## src/ranging_pkg.sv

```systemverilog
package ranging_pkg;

    // Ping cycle, in clock cycles
    localparam int TRIG_WIDTH  = 5;
    localparam int TRIG_PERIOD = 200;

    // Echo shorter than this counts as near
    localparam int ECHO_THRESHOLD = 30;

    // Near echoes in a row before an obstacle is reported
    localparam int CONFIRM_COUNT = 3;

    localparam int RANGE_W = 16;    // Ping, echo and confirm counters

endpackage

```

## src/nav_pkg.sv

```systemverilog
package nav_pkg;

    typedef enum logic [3:0] {
        STOP,
        FORWARD,
        SIDE_RIGHT,
        SIDE_LEFT,
        BACKWARD,
        REVERSE,
        TURN_RIGHT,
        TURN_LEFT,
        TURN_BACK
    } nav_state_t;

    // Motion opcode to the drive stage
    typedef enum logic [2:0] {
        HALT,
        AHEAD,
        ASTERN,
        SPIN_LEFT,
        SPIN_RIGHT
    } drive_cmd_t;

    localparam int TIMER_W = 16;

    // Maneuver lengths in cycles, short for simulation
    localparam int REVERSE_CYCLES = 60;
    localparam int TURN_CYCLES    = 40;
    localparam int AVOID_CYCLES   = 80;     // Each side leg
    localparam int SETTLE_CYCLES  = 4;      // Inputs ignored after a state change

    localparam int DIST_W = 32;             // Signed odometer

endpackage

```

## src/ultrasonic_ranger.sv

```systemverilog
`timescale 1ns/1ps

module ultrasonic_ranger (
    input  logic clk,
    input  logic reset,
    input  logic echo,
    output logic trig,
    output logic obstacle
);
    import ranging_pkg::*;

    logic [RANGE_W-1:0] ping_cnt;
    logic [RANGE_W-1:0] echo_len;
    logic [RANGE_W-1:0] confirm_cnt;
    logic               armed;      // Trigger done, waiting for echo to end
    logic               near;

    assign near     = (echo_len < RANGE_W'(ECHO_THRESHOLD));
    assign obstacle = (confirm_cnt == RANGE_W'(CONFIRM_COUNT));

    // Free-running ping window
    always_ff @(posedge clk) begin
        if (reset) begin
            ping_cnt <= '0;
            trig     <= 1'b0;
        end else begin
            trig <= (ping_cnt < RANGE_W'(TRIG_WIDTH));
            if (ping_cnt == RANGE_W'(TRIG_PERIOD - 1))
                ping_cnt <= '0;
            else
                ping_cnt <= ping_cnt + 1'b1;
        end
    end

    always_ff @(posedge clk) begin
        if (reset) begin
            armed       <= 1'b0;
            echo_len    <= '0;
            confirm_cnt <= '0;
        end else if (ping_cnt == RANGE_W'(TRIG_WIDTH)) begin
            armed    <= 1'b1;       // trig falls on this edge
            echo_len <= '0;
        end else if (armed) begin
            if (echo) begin
                if (echo_len != '1)
                    echo_len <= echo_len + 1'b1;
            end else if (echo_len != '0) begin
                // Falling edge of echo, judge the distance
                armed <= 1'b0;
                if (!near)
                    confirm_cnt <= '0;
                else if (!obstacle)
                    confirm_cnt <= confirm_cnt + 1'b1;
            end
        end
    end

endmodule

```

## src/maneuver_timer.sv

```systemverilog
`timescale 1ns/1ps

module maneuver_timer (
    input  logic                        clk,
    input  logic                        reset,
    input  logic                        load,
    input  logic [nav_pkg::TIMER_W-1:0] length,
    output logic                        done
);
    import nav_pkg::*;

    logic [TIMER_W-1:0] count;

    assign done = (count == '0);

    // Loaded with length-1 so done rises length cycles after the load
    always_ff @(posedge clk) begin
        if (reset)
            count <= '0;
        else if (load)
            count <= (length == '0) ? '0 : length - 1'b1;
        else if (!done)
            count <= count - 1'b1;
    end

endmodule

```

## src/nav_fsm.sv

```systemverilog
`timescale 1ns/1ps

module nav_fsm (
    input  logic                        clk,
    input  logic                        reset,
    input  logic                        start,
    input  logic                        obstacle,
    input  logic                        maneuver_done,
    output nav_pkg::drive_cmd_t         drive_cmd,
    output logic                        timer_load,
    output logic [nav_pkg::TIMER_W-1:0] timer_length
);
    import nav_pkg::*;

    nav_state_t         state;
    nav_state_t         next_state;
    nav_state_t         last_heading;
    logic [TIMER_W-1:0] settle_cnt;
    logic               settled;

    function automatic logic [TIMER_W-1:0] state_duration(input nav_state_t s);
        case (s)
            REVERSE:                          return TIMER_W'(REVERSE_CYCLES);
            TURN_RIGHT, TURN_LEFT, TURN_BACK: return TIMER_W'(TURN_CYCLES);
            SIDE_RIGHT, SIDE_LEFT, BACKWARD:  return TIMER_W'(AVOID_CYCLES);
            default:                          return '0;
        endcase
    endfunction

    function automatic logic is_heading(input nav_state_t s);
        return s inside {FORWARD, SIDE_RIGHT, SIDE_LEFT, BACKWARD};
    endfunction

    assign settled      = (settle_cnt == '0);
    assign timer_load   = (next_state != state);
    assign timer_length = state_duration(next_state);

    always_comb begin
        next_state = state;
        if (settled) begin
            case (state)
                STOP:
                    if (start)
                        next_state = FORWARD;
                FORWARD:
                    if (obstacle)
                        next_state = REVERSE;
                SIDE_RIGHT, SIDE_LEFT, BACKWARD:
                    if (obstacle)
                        next_state = REVERSE;
                    else if (maneuver_done)
                        next_state = TURN_LEFT;
                REVERSE:
                    if (maneuver_done)
                        next_state = TURN_RIGHT;
                TURN_RIGHT:
                    if (maneuver_done) begin
                        case (last_heading)
                            FORWARD:    next_state = SIDE_RIGHT;
                            SIDE_LEFT:  next_state = FORWARD;
                            SIDE_RIGHT: next_state = BACKWARD;
                            BACKWARD:   next_state = SIDE_LEFT;
                            default:    next_state = STOP;
                        endcase
                    end
                TURN_LEFT:
                    if (maneuver_done) begin
                        if (obstacle)
                            next_state = TURN_BACK;     // Left side blocked too
                        else begin
                            case (last_heading)
                                SIDE_RIGHT: next_state = FORWARD;
                                SIDE_LEFT:  next_state = BACKWARD;
                                BACKWARD:   next_state = SIDE_RIGHT;
                                default:    next_state = STOP;
                            endcase
                        end
                    end
                TURN_BACK:
                    if (maneuver_done)
                        next_state = last_heading;
                default:
                    next_state = STOP;
            endcase
        end
    end

    always_ff @(posedge clk) begin
        if (reset) begin
            state        <= STOP;
            last_heading <= STOP;
            settle_cnt   <= '0;
        end else begin
            state <= next_state;
            if (timer_load) begin
                settle_cnt <= TIMER_W'(SETTLE_CYCLES);
                if (is_heading(next_state))
                    last_heading <= next_state;
            end else if (!settled) begin
                settle_cnt <= settle_cnt - 1'b1;
            end
        end
    end

    always_comb begin
        case (state)
            FORWARD, SIDE_RIGHT, SIDE_LEFT, BACKWARD: drive_cmd = AHEAD;
            REVERSE:                                  drive_cmd = ASTERN;
            TURN_LEFT:                                drive_cmd = SPIN_LEFT;
            TURN_RIGHT, TURN_BACK:                    drive_cmd = SPIN_RIGHT;
            default:                                  drive_cmd = HALT;
        endcase
    end

endmodule

```

## src/drive_stage.sv

```systemverilog
`timescale 1ns/1ps

module drive_stage (
    input  logic                               clk,
    input  logic                               reset,
    input  nav_pkg::drive_cmd_t                drive_cmd,
    output logic                               left_s1,
    output logic                               left_s2,
    output logic                               left_s3,
    output logic                               left_s4,
    output logic                               right_s1,
    output logic                               right_s2,
    output logic                               right_s3,
    output logic                               right_s4,
    output logic signed [nav_pkg::DIST_W-1:0] distance
);
    import nav_pkg::*;

    logic       left_active, left_reverse;
    logic       right_active, right_reverse;
    logic [3:0] left_coil, right_coil;      // s1 in the top bit

    function automatic logic [3:0] coil_pattern(input logic active, input logic reverse);
        if (!active)
            return 4'b0000;
        if (reverse)
            return 4'b0110;
        return 4'b1001;
    endfunction

    always_comb begin
        left_active   = (drive_cmd != HALT);
        right_active  = (drive_cmd != HALT);
        left_reverse  = (drive_cmd == ASTERN) || (drive_cmd == SPIN_LEFT);
        right_reverse = (drive_cmd == ASTERN) || (drive_cmd == SPIN_RIGHT);
    end

    always_ff @(posedge clk) begin
        if (reset) begin
            left_coil  <= 4'b0000;
            right_coil <= 4'b0000;
            distance   <= '0;
        end else begin
            left_coil  <= coil_pattern(left_active, left_reverse);
            right_coil <= coil_pattern(right_active, right_reverse);
            if (drive_cmd == AHEAD)
                distance <= distance + 1'b1;
            else if (drive_cmd == ASTERN)
                distance <= distance - 1'b1;
        end
    end

    assign {left_s1, left_s2, left_s3, left_s4}     = left_coil;
    assign {right_s1, right_s2, right_s3, right_s4} = right_coil;

endmodule

```

## src/robot_top.sv

```systemverilog
`timescale 1ns/1ps

module robot_top (
    input  logic                               clk,
    input  logic                               reset,
    input  logic                               start,
    input  logic                               echo,
    output logic                               trig,
    output logic                               left_s1,
    output logic                               left_s2,
    output logic                               left_s3,
    output logic                               left_s4,
    output logic                               right_s1,
    output logic                               right_s2,
    output logic                               right_s3,
    output logic                               right_s4,
    output logic signed [nav_pkg::DIST_W-1:0] distance
);
    import nav_pkg::*;

    logic               obstacle;
    drive_cmd_t         drive_cmd;
    logic               timer_load;
    logic [TIMER_W-1:0] timer_length;
    logic               maneuver_done;

    ultrasonic_ranger ranger (
        .clk      (clk),
        .reset    (reset),
        .echo     (echo),
        .trig     (trig),
        .obstacle (obstacle)
    );

    nav_fsm fsm (
        .clk           (clk),
        .reset         (reset),
        .start         (start),
        .obstacle      (obstacle),
        .maneuver_done (maneuver_done),
        .drive_cmd     (drive_cmd),
        .timer_load    (timer_load),
        .timer_length  (timer_length)
    );

    maneuver_timer timer (
        .clk    (clk),
        .reset  (reset),
        .load   (timer_load),
        .length (timer_length),
        .done   (maneuver_done)
    );

    drive_stage drive (
        .clk       (clk),
        .reset     (reset),
        .drive_cmd (drive_cmd),
        .left_s1   (left_s1),
        .left_s2   (left_s2),
        .left_s3   (left_s3),
        .left_s4   (left_s4),
        .right_s1  (right_s1),
        .right_s2  (right_s2),
        .right_s3  (right_s3),
        .right_s4  (right_s4),
        .distance  (distance)
    );

endmodule

```

## config.mk

```make
export PLATFORM = sky130hd
export DESIGN_NAME = robot_top
export DESIGN_NICKNAME = d
export VERILOG_FILES = /design/src/ranging_pkg.sv /design/src/nav_pkg.sv /design/src/ultrasonic_ranger.sv /design/src/maneuver_timer.sv /design/src/nav_fsm.sv /design/src/drive_stage.sv /design/src/robot_top.sv
export SDC_FILE = /design/constraint.sdc
export NUM_CORES = 1
export LEC_CHECK = 0
export ABC_CLOCK_PERIOD_IN_PS = 4500
export BUFFER_PORTS_ARGS = -buffer_cell sky130_fd_sc_hd__buf_2
export CAP_MARGIN = 20
export CORE_MARGIN = 8
export CORE_UTILIZATION = 45
export DETAILED_ROUTE_END_ITERATION = 7
export PLACE_DENSITY_LB_ADDON = 0.3
export RECOVER_POWER = 50
export SLEW_MARGIN = 20
export SYNTH_ARGS = -nofsm -noshare
export SYNTH_HDL_FRONTEND = slang
export SYNTH_SLANG_ARGS = --single-unit
```

## constraint.sdc

```tcl
create_clock -name clk -period 4.5 [get_ports clk]
set_input_delay 0.45 -clock clk [delete_from_list [all_inputs] [get_ports clk]]
set_output_delay 0.45 -clock clk [all_outputs]
set_load 0.005 [all_outputs]
```

==> metrics.json, run 1 <==
{
  "placementRows": {"value": 47},
  "dieWidth": {"value": 146.7, "unit": "um"},
  "routed_wl": {"value": 16.70, "unit": "mm"},
  "ys.warnings.count": {"value": 0},
  "worstPathCellList": {"value": "or4_1 > nor2_1 > and4bb_1 > a21oi_1 > a31oi_2 > and2_1 > mux2_4 > inv_1 > ha_1 > o41a_4 > a21oi_2"},
  "final_weighted_congestion_in_routability_driven_placement": {"value": 0.9019},
  "clock_latency_late_sink": {"value": 420, "unit": "ps"},
  "hold_violations": {"value": 0},
  "synthDistinctLibCells": {"value": 78},
  "design.core.area": {"value": 16640, "unit": "um2"},
  "synth_instances": {"value": 942},
  "num_antenna_cells": {"value": 0},
  "hpwlAfterDp": {"value": 11.76, "unit": "mm"},
  "r2r_end": {"value": "timer.count[13]"},
  "tightest_slew": {"value": 1273, "unit": "ps"},
  "clk_pin_slew": {"value": 60, "unit": "ps"},
  "critPathArrivalTime": {"value": 4170, "unit": "ps"},
  "sequential_to_total_area_share_from_yosys_stat": {"value": 0.3360},
  "grt_pass1_wl": {"value": 28.92, "unit": "mm"},
  "floorplan.io_pins": {"value": 45},
  "largest_fanout_on_the_critical_path": {"value": 14},
  "final-max-slew-violation-count": {"value": 0},
  "reg2reg_slack": {"value": 680, "unit": "ps"},
  "synth_seq_cells": {"value": 129},
  "largest_net_degree_at_the_start_of_global_routing": {"value": 54},
  "hold_bufs_inserted_after_cts": {"value": 0},
  "multi_input_comb_area": {"value": 4822, "unit": "um2"},
  "timing.hold.worst.class": {"value": "register to register"},
  "fillerInstances": {"value": 1636},
  "mappedNetlistArea": {"value": 7686, "unit": "um2"},
  "power.leakage": {"value": 0.003478, "unit": "uW"},
  "ant_nets": {"value": 0},
  "tritoncts": {"value": "built"},
  "critical_path.reg2reg.startpoint": {"value": "timer.count[2]"},
  "hold_end": {"value": "drive.distance[15]"},
  "grt_antenna_before_repair": {"value": 0},
  "fin_nets": {"value": 1025},
  "gr-total-overflow": {"value": 0},
  "share_of_layout_cells_above_drive_strength_1": {"value": 0.08308},
  "layout.cells.most_common": {"value": "sky130_fd_sc_hd__dfxtp_1"},
  "synthesis.area_per_instance": {"value": 8.159, "unit": "um2"},
  "cts_setup_buffers": {"value": 0},
  "timing.final.crit_share": {"value": 0.8493},
  "synth_fp_nets": {"value": 990},
  "synth-edff-count": {"value": 0},
  "status": {"value": "complete, no violations"},
  "area_growth_syn_to_layout": {"value": 11.49, "unit": "%"},
  "global_route.usage.total": {"value": 0.1576},
  "ff_latch_area": {"value": 2582, "unit": "um2"},
  "die_y": {"value": 146.7, "unit": "um"},
  "dr.first_iter.drc_count": {"value": 296},
  "viasPerCell": {"value": 5.521},
  "final_setup_violation_count": {"value": 0},
  "io_buffers": {"value": 44},
  "cts.repair.resized": {"value": 0},
  "cts-root-to-sink-buffers": {"value": 2},
  "crit_path_largest_cell_delay": {"value": 600, "unit": "ps"},
  "tritoncts.num_buffers": {"value": 17},
  "cts_root_buffer": {"value": "sky130_fd_sc_hd__clkbuf_16"},
  "power_per_cell_area": {"value": 900.9, "unit": "nW/um2"},
  "detail_route.wl_per_cell": {"value": 13.83, "unit": "um"},
  "number_of_cells_on_the_worst_hold_path": {"value": 2},
  "path_class": {"value": "register to register"},
  "rsz0062_at_grt": {"value": "false"},
  "yosys-top-cells-area": {"value": "sky130_fd_sc_hd__dfxtp_1, sky130_fd_sc_hd__ha_1, sky130_fd_sc_hd__xor2_1"},
  "timing.setup.tns": {"value": 0, "unit": "ps"},
  "synth_top_cell_by_area": {"value": "sky130_fd_sc_hd__dfxtp_1"},
  "synth_largest_type_area_fraction": {"value": 0.3360},
  "cp-end-kind": {"value": "register"},
  "drtPass1Iterations": {"value": 5},
  "final_cell_mix": {"value": "sky130_fd_sc_hd__dfxtp_1, sky130_fd_sc_hd__nand2_1, sky130_fd_sc_hd__nor2_1"},
  "cts_htree_levels": {"value": 4},
  "slew-limit-headroom": {"value": 0.1516},
  "slowest_cell_on_crit_path": {"value": "sky130_fd_sc_hd__or4_1"},
  "dieArea": {"value": 21520, "unit": "um2"},
  "post-route-drc-count": {"value": 0},
  "synth_flop_cell": {"value": "sky130_fd_sc_hd__dfxtp_1"},
  "starting_density": {"value": 0.4618},
  "max_clock_freq": {"value": 261.7, "unit": "MHz"},
  "power.total": {"value": 7720, "unit": "uW"},
  "synthArstFlopShare": {"value": 0},
  "critPathRequiredTime": {"value": 4850, "unit": "ps"},
  "r2r.worst_path.cells": {"value": 11},
  "cts.sink_count": {"value": 129},
  "period_needed": {"value": 3822, "unit": "ps"},
  "route.vias.total": {"value": 6664},
  "max_cap_violations": {"value": 0},
  "grt_pass1_vias": {"value": 6214},
  "vdd.ir_drop.worst": {"value": 0.0005165, "unit": "V"},
  "worst_case_clock_skew": {"value": 6.266, "unit": "ps"},
  "hp-start": {"value": "drive.distance[15]"},
  "type_of_element_launching_the_critical_path": {"value": "register"}
}
[flip-flops by register name, summed over array words and instances, names as in the netlist]
| register | flops |
|---|---|
| ranger.ping_cnt | 16 |
| fsm.settle_cnt | 16 |
| ranger.trig | 1 |
| drive.distance | 32 |
| drive.left_coil | 2 |
| ranger.echo_len | 16 |
| ranger.confirm_cnt | 16 |
| ranger.armed | 1 |
| fsm.last_heading | 4 |
| timer.count | 16 |
| fsm.drive_cmd | 3 |
| fsm.state | 4 |
| drive.right_coil | 2 |
[per-stage QoR]
stage,worst slack [ps],std cells,area (um2),hold slack [ps],utilization
6_report,678.3,1207,8569,471.9,0.5149
5_1_grt,394.2,1207,8569,498.2,0.5149
2_1_floorplan,852.7,942,7686,435.2,-
3_5_place_dp,734.7,1178,8084,465.9,0.4858
4_1_cts,703.9,1207,8613,463.1,0.5176
3_3_place_gp,796.9,1178,8084,458.6,0.4858
[worst max-delay path: cells and delay by family, from the launching register on]
kind,cells,cell delay (ps)
AND/OR/NAND/NOR,4,1550
AO/OA/AOI/OAI,4,1360
flip-flops,1,340
adder cells (fa/ha/maj),1,250
multiplexers,1,180
buffers and inverters,1,60
[power breakdown]
part / internal (uW) / switching, uW / total [uW]
clock network: 738 / 505 / 1240
logic: 2180 / 2690 / 4870
registers: 1380 / 227 / 1610
[cells in the mapped netlist, drive strengths merged, types with 3 or more instances]
cell type  count
a21oi         71
a21o          24
or3            9
nand2        113
and2           9
a31oi          5
inv           28
ha            43
a211oi         8
a211o          3
nand3         38
nor2         112
xnor2         31
or4           10
clkbuf        25
o31ai          4
nor3          25
a31o           5
nand2b        10
nor3b          3
buf           13
nand4         19
and4           4
and3          19
mux2i          4
o211ai         6
nor4          20
o21bai         4
xor2          61
nor2b         10
dfxtp        129
o21ai         25
o311ai         5
nand3b         4
o221ai         3
a221oi         4
nor4b          5
[layer usage]
layer | up-vias | wire length, um | track usage | part of all wire
met5 | - | 0 | 0 | 0
met4 | 0 | 251 | 0.06646 | 0.015
met3 | 22 | 741 | 0.03655 | 0.044
met2 | 126 | 7498 | 0.2482 | 0.45
met1 | 3089 | 8205 | 0.2028 | 0.49
li1 | 3427 | - | - | -
[how the worst max path moves through the flow]
stage	cells past startpoint	end	startpoint
2_1_floorplan	11	drive.distance[26]	fsm.drive_cmd[1]
3_3_place_gp	11	timer.count[13]	timer.count[2]
3_5_place_dp	11	timer.count[13]	timer.count[2]
4_1_cts	11	timer.count[13]	timer.count[2]
5_1_grt	12	drive.distance[26]	fsm.drive_cmd[1]
6_report	11	timer.count[13]	timer.count[2]
[cell type report]
type / instances / share of cell area
clock buffers: 21 / 0.05490
clock inverters: 8 / 0.006862
inverters: 28 / 0.01226
multi-input cells: 747 / 0.5627
flip-flops and latches: 129 / 0.3014
well taps: 220 / 0.03212
repair buffers: 54 / 0.02979
[cell families after synthesis]
group | Yosys count | synth area share
xor+xnor | 92 | 0.1048
flops | 129 | 0.3360
buf+inv | 66 | 0.03663
simple gates | 417 | 0.2723
mux | 6 | 0.008627
compound gates | 188 | 0.1690
fa+ha+maj | 44 | 0.07260
Note: power is estimated with default switching activity, not from simulation.
==> run 2, diff against run 1 <==
Settings changed: ABC_CLOCK_PERIOD_IN_PS 4500 to 3700.
Clock period 4.5 ns to 3.7 ns, I/O delays scaled along.
==> run 2 against run 1 <==
Against the previous run:
- critical endpoint unchanged
- count of clock-buffer cells in the layout fell by 2
- worst hold slack worse by 94 ps
- fmax up 8.5%
- combinational power increased by 25%
- global-route usage grew 0.18 points
- power rose by 27%
- via count increased by 1.9%
- clock power increased by 39%
- largest power group unchanged
- routed wire length increased by 2.5%
- register-to-register slack worse by 500 ps
==> metrics.json, run 2 (same netlist as run 1, synthesis figures left out) <==
{
  "cts-root-to-sink-buffers": {"value": 2, "change": "unchanged"},
  "largest_register_ffs": {"value": 32, "change": "unchanged"},
  "power.internal": {"value": 5530, "unit": "uW", "change": "+29%"},
  "route.layer.met1.wl": {"value": 8.432, "unit": "mm", "change": "+2.8%"},
  "largest_net_degree_at_the_start_of_global_routing": {"value": 53, "change": "-1.9%"},
  "timing.final.crit_share": {"value": 0.9523, "change": "+0.1031"},
  "ff_latch_area": {"value": 2582, "unit": "um2", "change": "unchanged"},
  "tightest_slew": {"value": 1270, "unit": "ps", "change": "-2.610 ps"},
  "power.share.clock": {"value": 0.176, "change": "+0.015"},
  "clk_pin_slew": {"value": 60, "unit": "ps", "change": "about the same"},
  "fin_nets": {"value": 1038, "change": "+1.3%"},
  "grt_pass1_vias": {"value": 6247, "change": "+0.53%"},
  "starting_density": {"value": 0.4618, "change": "unchanged"},
  "post-route-drc-count": {"value": 0, "change": "unchanged"},
  "power_spent_charging_and_discharging_nets": {"value": 4258, "unit": "uW", "change": "+24%"},
  "layout.cells.most_common": {"value": "sky130_fd_sc_hd__dfxtp_1"},
  "final-max-slew-violation-count": {"value": 0, "change": "unchanged"},
  "share_seq_of_total_power": {"value": 0.200, "change": "-0.008"},
  "timing.setup.tns": {"value": 0, "unit": "ps", "change": "unchanged"},
  "route.vias.total": {"value": 6790, "change": "+1.9%"},
  "timing.hold.worst.class": {"value": "primary input to register"},
  "power.combinational.fraction": {"value": 0.624, "change": "-0.007"},
  "hpwlAfterDp": {"value": 11.68, "unit": "mm", "change": "-0.75%"},
  "finalNonFillerCells": {"value": 1222, "change": "+1.2%"},
  "max_cap_violations": {"value": 0, "change": "unchanged"},
  "path_class": {"value": "register to register"},
  "global_route.usage.total": {"value": 0.1593, "change": "+0.001755"},
  "regMostFlops": {"value": "drive.distance"},
  "final_weighted_congestion_in_routability_driven_placement": {"value": 0.8662, "change": "-4.0%"},
  "slew-limit-headroom": {"value": 0.1534, "change": "+0.001740"},
  "routed_wl": {"value": 17.11, "unit": "mm", "change": "+2.5%"},
  "area_growth_syn_to_layout": {"value": 14.59, "unit": "%"},
  "routed-wl-met2": {"value": 7.814, "unit": "mm", "change": "+4.2%"},
  "dieArea": {"value": 21520, "unit": "um2", "change": "unchanged"},
  "gr-total-overflow": {"value": 0, "change": "unchanged"},
  "cts.sink_count": {"value": 129, "change": "unchanged"},
  "drtPass1Iterations": {"value": 5, "change": "unchanged"},
  "r2r_end": {"value": "timer.count[13]"},
  "cts_htree_levels": {"value": 4, "change": "unchanged"},
  "type_of_element_launching_the_critical_path": {"value": "register"},
  "hp-start": {"value": "echo"},
  "dr.first_iter.drc_count": {"value": 348, "change": "+18%"},
  "final_cell_mix": {"value": "sky130_fd_sc_hd__dfxtp_1, sky130_fd_sc_hd__nand2_1, sky130_fd_sc_hd__nor2_1"},
  "whs": {"value": 377.5, "unit": "ps", "change": "-94.44 ps"},
  "slowest_cell_on_crit_path": {"value": "sky130_fd_sc_hd__o41a_4"},
  "grt_pass1_wl": {"value": 29.27, "unit": "mm", "change": "+1.2%"},
  "max_clock_freq": {"value": 283.8, "unit": "MHz", "change": "+8.5%"},
  "floorplan.io_pins": {"value": 45, "change": "unchanged"},
  "cts_root_buffer": {"value": "sky130_fd_sc_hd__clkbuf_16"},
  "crit_path_largest_cell_delay": {"value": 570, "unit": "ps", "change": "-30 ps"},
  "placementRows": {"value": 47, "change": "unchanged"},
  "top_signal_layer_used": {"value": "met4"},
  "power.leakage": {"value": 0.003576, "unit": "uW", "change": "+2.8%"},
  "dp.cells": {"value": 1186, "change": "+0.68%"},
  "worstPathCellList": {"value": "inv_2 > ha_4 > or3b_2 > nor4_4 > buf_4 > o311a_2 > o221ai_2 > a21oi_4 > and2_1 > mux2_4 > inv_1 > ha_2 > o41a_4 > a21oi_2"},
  "cp_num_buf_inv": {"value": 3, "change": "+2"},
  "status": {"value": "complete, no violations"},
  "hold_bufs_inserted_after_cts": {"value": 0, "change": "unchanged"},
  "worst_case_clock_skew": {"value": 5.789, "unit": "ps", "change": "-0.4768 ps"},
  "power_per_cell_area": {"value": 1111, "unit": "nW/um2", "change": "+23%"},
  "viasPerCell": {"value": 5.556, "change": "+0.64%"},
  "final_setup_violation_count": {"value": 0, "change": "unchanged"},
  "critical_path.reg2reg.startpoint": {"value": "timer.count[1]"},
  "io_buffers": {"value": 44, "change": "unchanged"},
  "vdd.ir_drop.worst": {"value": 0.0006387, "unit": "V", "change": "+24%"},
  "r2r.worst_path.cells": {"value": 14, "change": "+3"},
  "share_of_layout_cells_above_drive_strength_1": {"value": 0.1068, "change": "+0.02371"},
  "dieWidth": {"value": 146.7, "unit": "um", "change": "unchanged"},
  "hold_end": {"value": "ranger.armed"},
  "number_of_cells_on_the_worst_hold_path": {"value": 4, "change": "+2"},
  "largest_fanout_on_the_critical_path": {"value": 7, "change": "-7"},
  "power.switching_fraction": {"value": 0.4350, "change": "-0.008271"},
  "tritoncts.num_buffers": {"value": 17, "change": "unchanged"},
  "hold_violations": {"value": 0, "change": "unchanged"},
  "critPathRequiredTime": {"value": 4060, "unit": "ps", "change": "-790 ps"},
  "grt_antenna_before_repair": {"value": 0, "change": "unchanged"},
  "fillerInstances": {"value": 1567, "change": "-4.2%"},
  "cell_class_contributing_the_biggest_share_of_worst_path_delay": {"value": "compound AO/OA/AOI/OAI gates"},
  "tritoncts": {"value": "built"},
  "multi_input_comb_area": {"value": 4876, "unit": "um2", "change": "+1.1%"},
  "period_needed": {"value": 3524, "unit": "ps", "change": "-298.0 ps"},
  "design.core.area": {"value": 16640, "unit": "um2", "change": "unchanged"},
  "clock_latency_late_sink": {"value": 420, "unit": "ps", "change": "about the same"},
  "num_antenna_cells": {"value": 0, "change": "unchanged"},
  "rsz0062_at_grt": {"value": "false"},
  "ant_nets": {"value": 0, "change": "unchanged"},
  "die_y": {"value": 146.7, "unit": "um", "change": "unchanged"},
  "route.met3.wl": {"value": 703, "unit": "um", "change": "-5.1%"},
  "reg2reg_slack": {"value": 180, "unit": "ps", "change": "-500 ps"},
  "critPathArrivalTime": {"value": 3880, "unit": "ps", "change": "-290 ps"},
  "detail_route.wl_per_cell": {"value": 14.00, "unit": "um", "change": "+1.2%"},
  "cp-end-kind": {"value": "register"}
}
## run 2: cell types whose count changed in the layout (fill, tap and decap cells not counted), sizes merged
cell | before | now
inv | 29 | 30
clkbuf | 51 | 49
bufinv | 0 | 3
clkinv | 4 | 2
clkinvlp | 3 | 5
buf | 24 | 37
## run 2: what timing repair did
item | in CTS | in global routing
pin swaps | 0 | 4
buffers inserted | 1 | 4
endpoints found under the setup margin | 4 | 22
resized for setup | 1 | 18
## run 2: final cells by class
type / count / area share
Clock buffer: 19 / 0.05029
Clock inverter: 12 / 0.01804
Inverter: 28 / 0.01193
Multi-Input combinational cell: 747 / 0.5536
Sequential cell: 129 / 0.2932
Tap cell: 220 / 0.03125
Timing Repair Buffer: 67 / 0.04163
## run 2: per-layer routing
layer	GRT usage	vias up
met1	0.2058	3191
met5	0	-
met4	0.04482	0
li1	-	3453
met3	0.04453	15
met2	0.2544	131
## run 2: worst max-delay path by stage
stage                            startpoint                  to  slack [ps]  cells after the start
after floorplan            fsm.drive_cmd[1]  drive.distance[26]          50                     11
after global placement       timer.count[0]      timer.count[0]         100                     14
after detailed placement   fsm.drive_cmd[1]  drive.distance[24]           2                     13
after CTS                    timer.count[0]      timer.count[0]          60                     14
after global routing      fsm.settle_cnt[0]      timer.count[1]           3                     14
final                        timer.count[1]     timer.count[13]         180                     14
## run 2: power by group through the flow
stage | registers [uW] | clock network [uW] | logic, uW
6_report | 1960 | 1720 | 6110
4_1_cts | 1950 | 1760 | 6010
5_1_grt | 2000 | 1830 | 6890
3_3_place_gp | 1970 | 0 | 5930
3_5_place_dp | 1980 | 0 | 5930
2_1_floorplan | 1920 | 0 | 4800
## run 2: through the flow
step	power [uW]	utilization	worst slack (ps)	instance area (um2)
after floorplan	6722	-	52.65	7686
after global placement	7901	0.4894	97.64	8144
after detailed placement	7908	0.4894	2.038	8144
after CTS	9713	0.5262	57.22	8757
after global routing	10710	0.5292	2.847	8807
final	9788	0.5292	176.3	8807
## run 2: tightest hold or removal path: cells and delay by family
kind	cells	cell delay (ps)
AO/OA/AOI/OAI	2	170
buffers and inverters	1	90
AND/OR/NAND/NOR	1	130
==> run 3, diff against run 2 <==
Settings changed: CELL_PAD_IN_SITES_DETAIL_PLACEMENT from default to 0, CELL_PAD_IN_SITES_GLOBAL_PLACEMENT from default to 1.
==> run 3 against run 2 <==
Against the previous run:
- routed wire length increased by 3.0%
- sequential power about the same
- clock power decreased by 8%
- power decreased by 0.57%
- register-to-register slack got worse by 40 ps
- core utilization decreased by 0.22 points
- global-route usage increased by 0.57 points
- fmax decreased by 1.0%
- count of clock-buffer cells in the layout unchanged
- first-iteration DRC count decreased by 14%
- non-clock buffer count increased by 5
- critical path type unchanged
- largest power group unchanged
- highest routed layer unchanged
==> metrics.json, run 3 (same netlist as run 1, synthesis figures left out) <==
{
  "status": {"value": "complete, no violations"},
  "critPathRequiredTime": {"value": 4060, "unit": "ps", "change": "about the same"},
  "vdd.ir_drop.worst": {"value": 0.0006300, "unit": "V", "change": "-1.4%"},
  "finalNonFillerCells": {"value": 1227, "change": "+0.41%"},
  "gr-total-overflow": {"value": 0, "change": "unchanged"},
  "type_of_element_launching_the_critical_path": {"value": "register"},
  "die_y": {"value": 146.7, "unit": "um", "change": "unchanged"},
  "worst_case_clock_skew": {"value": 6.436, "unit": "ps", "change": "+0.6469 ps"},
  "final-max-slew-violation-count": {"value": 0, "change": "unchanged"},
  "final_critical_path_setup_slack": {"value": 139.9, "unit": "ps", "change": "-36.42 ps"},
  "hpwlAfterDp": {"value": 12.35, "unit": "mm", "change": "+5.8%"},
  "cts-root-to-sink-buffers": {"value": 2, "change": "unchanged"},
  "placementRows": {"value": 47, "change": "unchanged"},
  "io_buffers": {"value": 44, "change": "unchanged"},
  "detail_route.wl_per_cell": {"value": 14.36, "unit": "um", "change": "+2.6%"},
  "design.core.area": {"value": 16640, "unit": "um2", "change": "unchanged"},
  "path_class": {"value": "register to register"},
  "tritoncts": {"value": "built"},
  "post-route-drc-count": {"value": 0, "change": "unchanged"},
  "multi_input_comb_area": {"value": 4866, "unit": "um2", "change": "-0.21%"},
  "tightest_slew": {"value": 704.5, "unit": "ps", "change": "-565.4 ps"},
  "max_cap_violations": {"value": 0, "change": "unchanged"},
  "share_of_layout_cells_above_drive_strength_1": {"value": 0.1132, "change": "+0.006421"},
  "cts_htree_levels": {"value": 4, "change": "unchanged"},
  "largest_fanout_on_the_critical_path": {"value": 7, "change": "unchanged"},
  "tritoncts.num_buffers": {"value": 17, "change": "unchanged"},
  "post-route-util": {"value": 0.5270, "change": "-0.002180"},
  "max_clock_freq": {"value": 280.9, "unit": "MHz", "change": "-1.0%"},
  "period_needed": {"value": 3560, "unit": "ps", "change": "+36.42 ps"},
  "power.total": {"value": 9732, "unit": "uW", "change": "-0.57%"},
  "grt_antenna_before_repair": {"value": 0, "change": "unchanged"},
  "starting_density": {"value": 0.4618, "change": "unchanged"},
  "cp-end-kind": {"value": "register"},
  "clk_pin_slew": {"value": 60, "unit": "ps", "change": "about the same"},
  "clock_latency_late_sink": {"value": 420, "unit": "ps", "change": "about the same"},
  "crit_path_largest_cell_delay": {"value": 560, "unit": "ps", "change": "about the same"},
  "final_cell_mix": {"value": "sky130_fd_sc_hd__dfxtp_1, sky130_fd_sc_hd__nand2_1, sky130_fd_sc_hd__nor2_1"},
  "fin_nets": {"value": 1043, "change": "+0.48%"},
  "power_spent_charging_and_discharging_nets": {"value": 4328, "unit": "uW", "change": "+1.6%"},
  "route.vias.total": {"value": 6628, "change": "-2.4%"},
  "slowest_cell_on_crit_path": {"value": "sky130_fd_sc_hd__o41a_4"},
  "share_seq_of_total_power": {"value": 0.201, "change": "about the same"},
  "layout.cells.most_common": {"value": "sky130_fd_sc_hd__dfxtp_1"},
  "final_setup_violation_count": {"value": 0, "change": "unchanged"},
  "hold_violations": {"value": 0, "change": "unchanged"},
  "dieArea": {"value": 21520, "unit": "um2", "change": "unchanged"},
  "power.switching_fraction": {"value": 0.4447, "change": "+0.009700"},
  "whs": {"value": 404.6, "unit": "ps", "change": "+27.12 ps"},
  "power.internal": {"value": 5404, "unit": "uW", "change": "-2.3%"},
  "ant_nets": {"value": 0, "change": "unchanged"},
  "cts_root_buffer": {"value": "sky130_fd_sc_hd__clkbuf_16"},
  "pre_cts_ws": {"value": 74.42, "unit": "ps", "change": "+72.39 ps"},
  "slew-limit-headroom": {"value": 0.5229, "change": "+0.3695"},
  "grt_pass1_vias": {"value": 6426, "change": "+2.9%"},
  "power.combinational.fraction": {"value": 0.636, "change": "+0.012"},
  "cell_class_contributing_the_biggest_share_of_worst_path_delay": {"value": "compound AO/OA/AOI/OAI gates"},
  "final_weighted_congestion_in_routability_driven_placement": {"value": 0.8416, "change": "-2.8%"},
  "timing.final.crit_share": {"value": 0.9622, "change": "+0.009842"},
  "worstPathCellList": {"value": "inv_1 > ha_2 > or3b_2 > nor4_4 > buf_4 > o311a_2 > o221ai_2 > a21oi_4 > and2_1 > mux2_4 > inv_1 > ha_2 > o41a_4 > a21oi_2"},
  "ff_latch_area": {"value": 2582, "unit": "um2", "change": "unchanged"},
  "grt_pass1_wl": {"value": 30.28, "unit": "mm", "change": "+3.4%"},
  "timing.hold.worst.class": {"value": "primary input to register"},
  "cts.sink_count": {"value": 129, "change": "unchanged"},
  "regMostFlops": {"value": "drive.distance"},
  "fillerInstances": {"value": 1621, "change": "+3.4%"},
  "critPathArrivalTime": {"value": 3920, "unit": "ps", "change": "+40 ps"},
  "largest_net_degree_at_the_start_of_global_routing": {"value": 53, "change": "unchanged"},
  "cp_num_buf_inv": {"value": 3, "change": "unchanged"},
  "floorplan.io_pins": {"value": 45, "change": "unchanged"},
  "drtPass1Iterations": {"value": 5, "change": "unchanged"},
  "global_route.usage.total": {"value": 0.1650, "change": "+0.005701"},
  "area_growth_syn_to_layout": {"value": 14.11, "unit": "%"},
  "dieWidth": {"value": 146.7, "unit": "um", "change": "unchanged"},
  "num_antenna_cells": {"value": 0, "change": "unchanged"},
  "hold_bufs_inserted_after_cts": {"value": 0, "change": "unchanged"},
  "power.leakage": {"value": 0.003592, "unit": "uW", "change": "+0.42%"},
  "dr.first_iter.drc_count": {"value": 299, "change": "-14%"},
  "viasPerCell": {"value": 5.402, "change": "-2.8%"},
  "routed_wl": {"value": 17.62, "unit": "mm", "change": "+3.0%"},
  "power.share.clock": {"value": 0.163, "change": "-0.013"},
  "dp.cells": {"value": 1194, "change": "+0.67%"},
  "power_per_cell_area": {"value": 1110, "unit": "nW/um2", "change": "-0.16%"},
  "largest_register_ffs": {"value": 32, "change": "unchanged"}
}
[run 3: layout make-up]
cell class                      instances  area share
Multi-Input combinational cell        747      0.5548
Sequential cell                       129      0.2944
Clock buffer                           19     0.05050
Timing Repair Buffer                   72     0.04422
Tap cell                              220     0.03138
Clock inverter                         12     0.01270
Inverter                               28     0.01198
[run 3: per-layer routing]
layer,routed length [um],global-route usage,up-vias
li1,-,-,3461
met1,8505,0.2055,3049
met2,8169,0.2714,92
met3,664,0.04208,26
met4,280,0.05667,0
met5,0,0,-
[run 3: through the flow]
step | TNS, ps | instance area (um2)
2_1_floorplan | 0 | 7686
6_report | 0 | 8771
4_1_cts | 0 | 8758
3_3_place_gp | 0 | 8204
3_5_place_dp | 0 | 8204
5_1_grt | -0.1141 | 8771
[run 3: power by group through the flow]
stage / Sequential (uW) / Clock (uW) / Combinational (uW)
after global placement: 1990 / 0 / 6090
after CTS: 1960 / 1630 / 6150
after floorplan: 1920 / 0 / 4800
after global routing: 2010 / 1690 / 7000
after detailed placement: 1990 / 0 / 6070
final: 1960 / 1590 / 6190
[run 3: final timing paths]
check                         start           endpoint  slack [ps]  cells after the start
setup / recovery     timer.count[1]    timer.count[13]         140                     14
hold / removal                 echo       ranger.armed         400                      4
setup reg to reg     timer.count[1]    timer.count[13]         140                     14
hold reg to reg   drive.distance[8]  drive.distance[8]         470                      2
[run 3: tightest hold or removal path: stages]
cell                       delay, ps
sky130_fd_sc_hd__buf_2           100
sky130_fd_sc_hd__a21oi_1          50
sky130_fd_sc_hd__nand2b_1        130
sky130_fd_sc_hd__a21oi_1         130
[run 3: what timing repair did]
item | CTS | global route
endpoints found under the setup margin | 0 | 21
buffers inserted | 0 | 2
gates resized for setup | 0 | 14
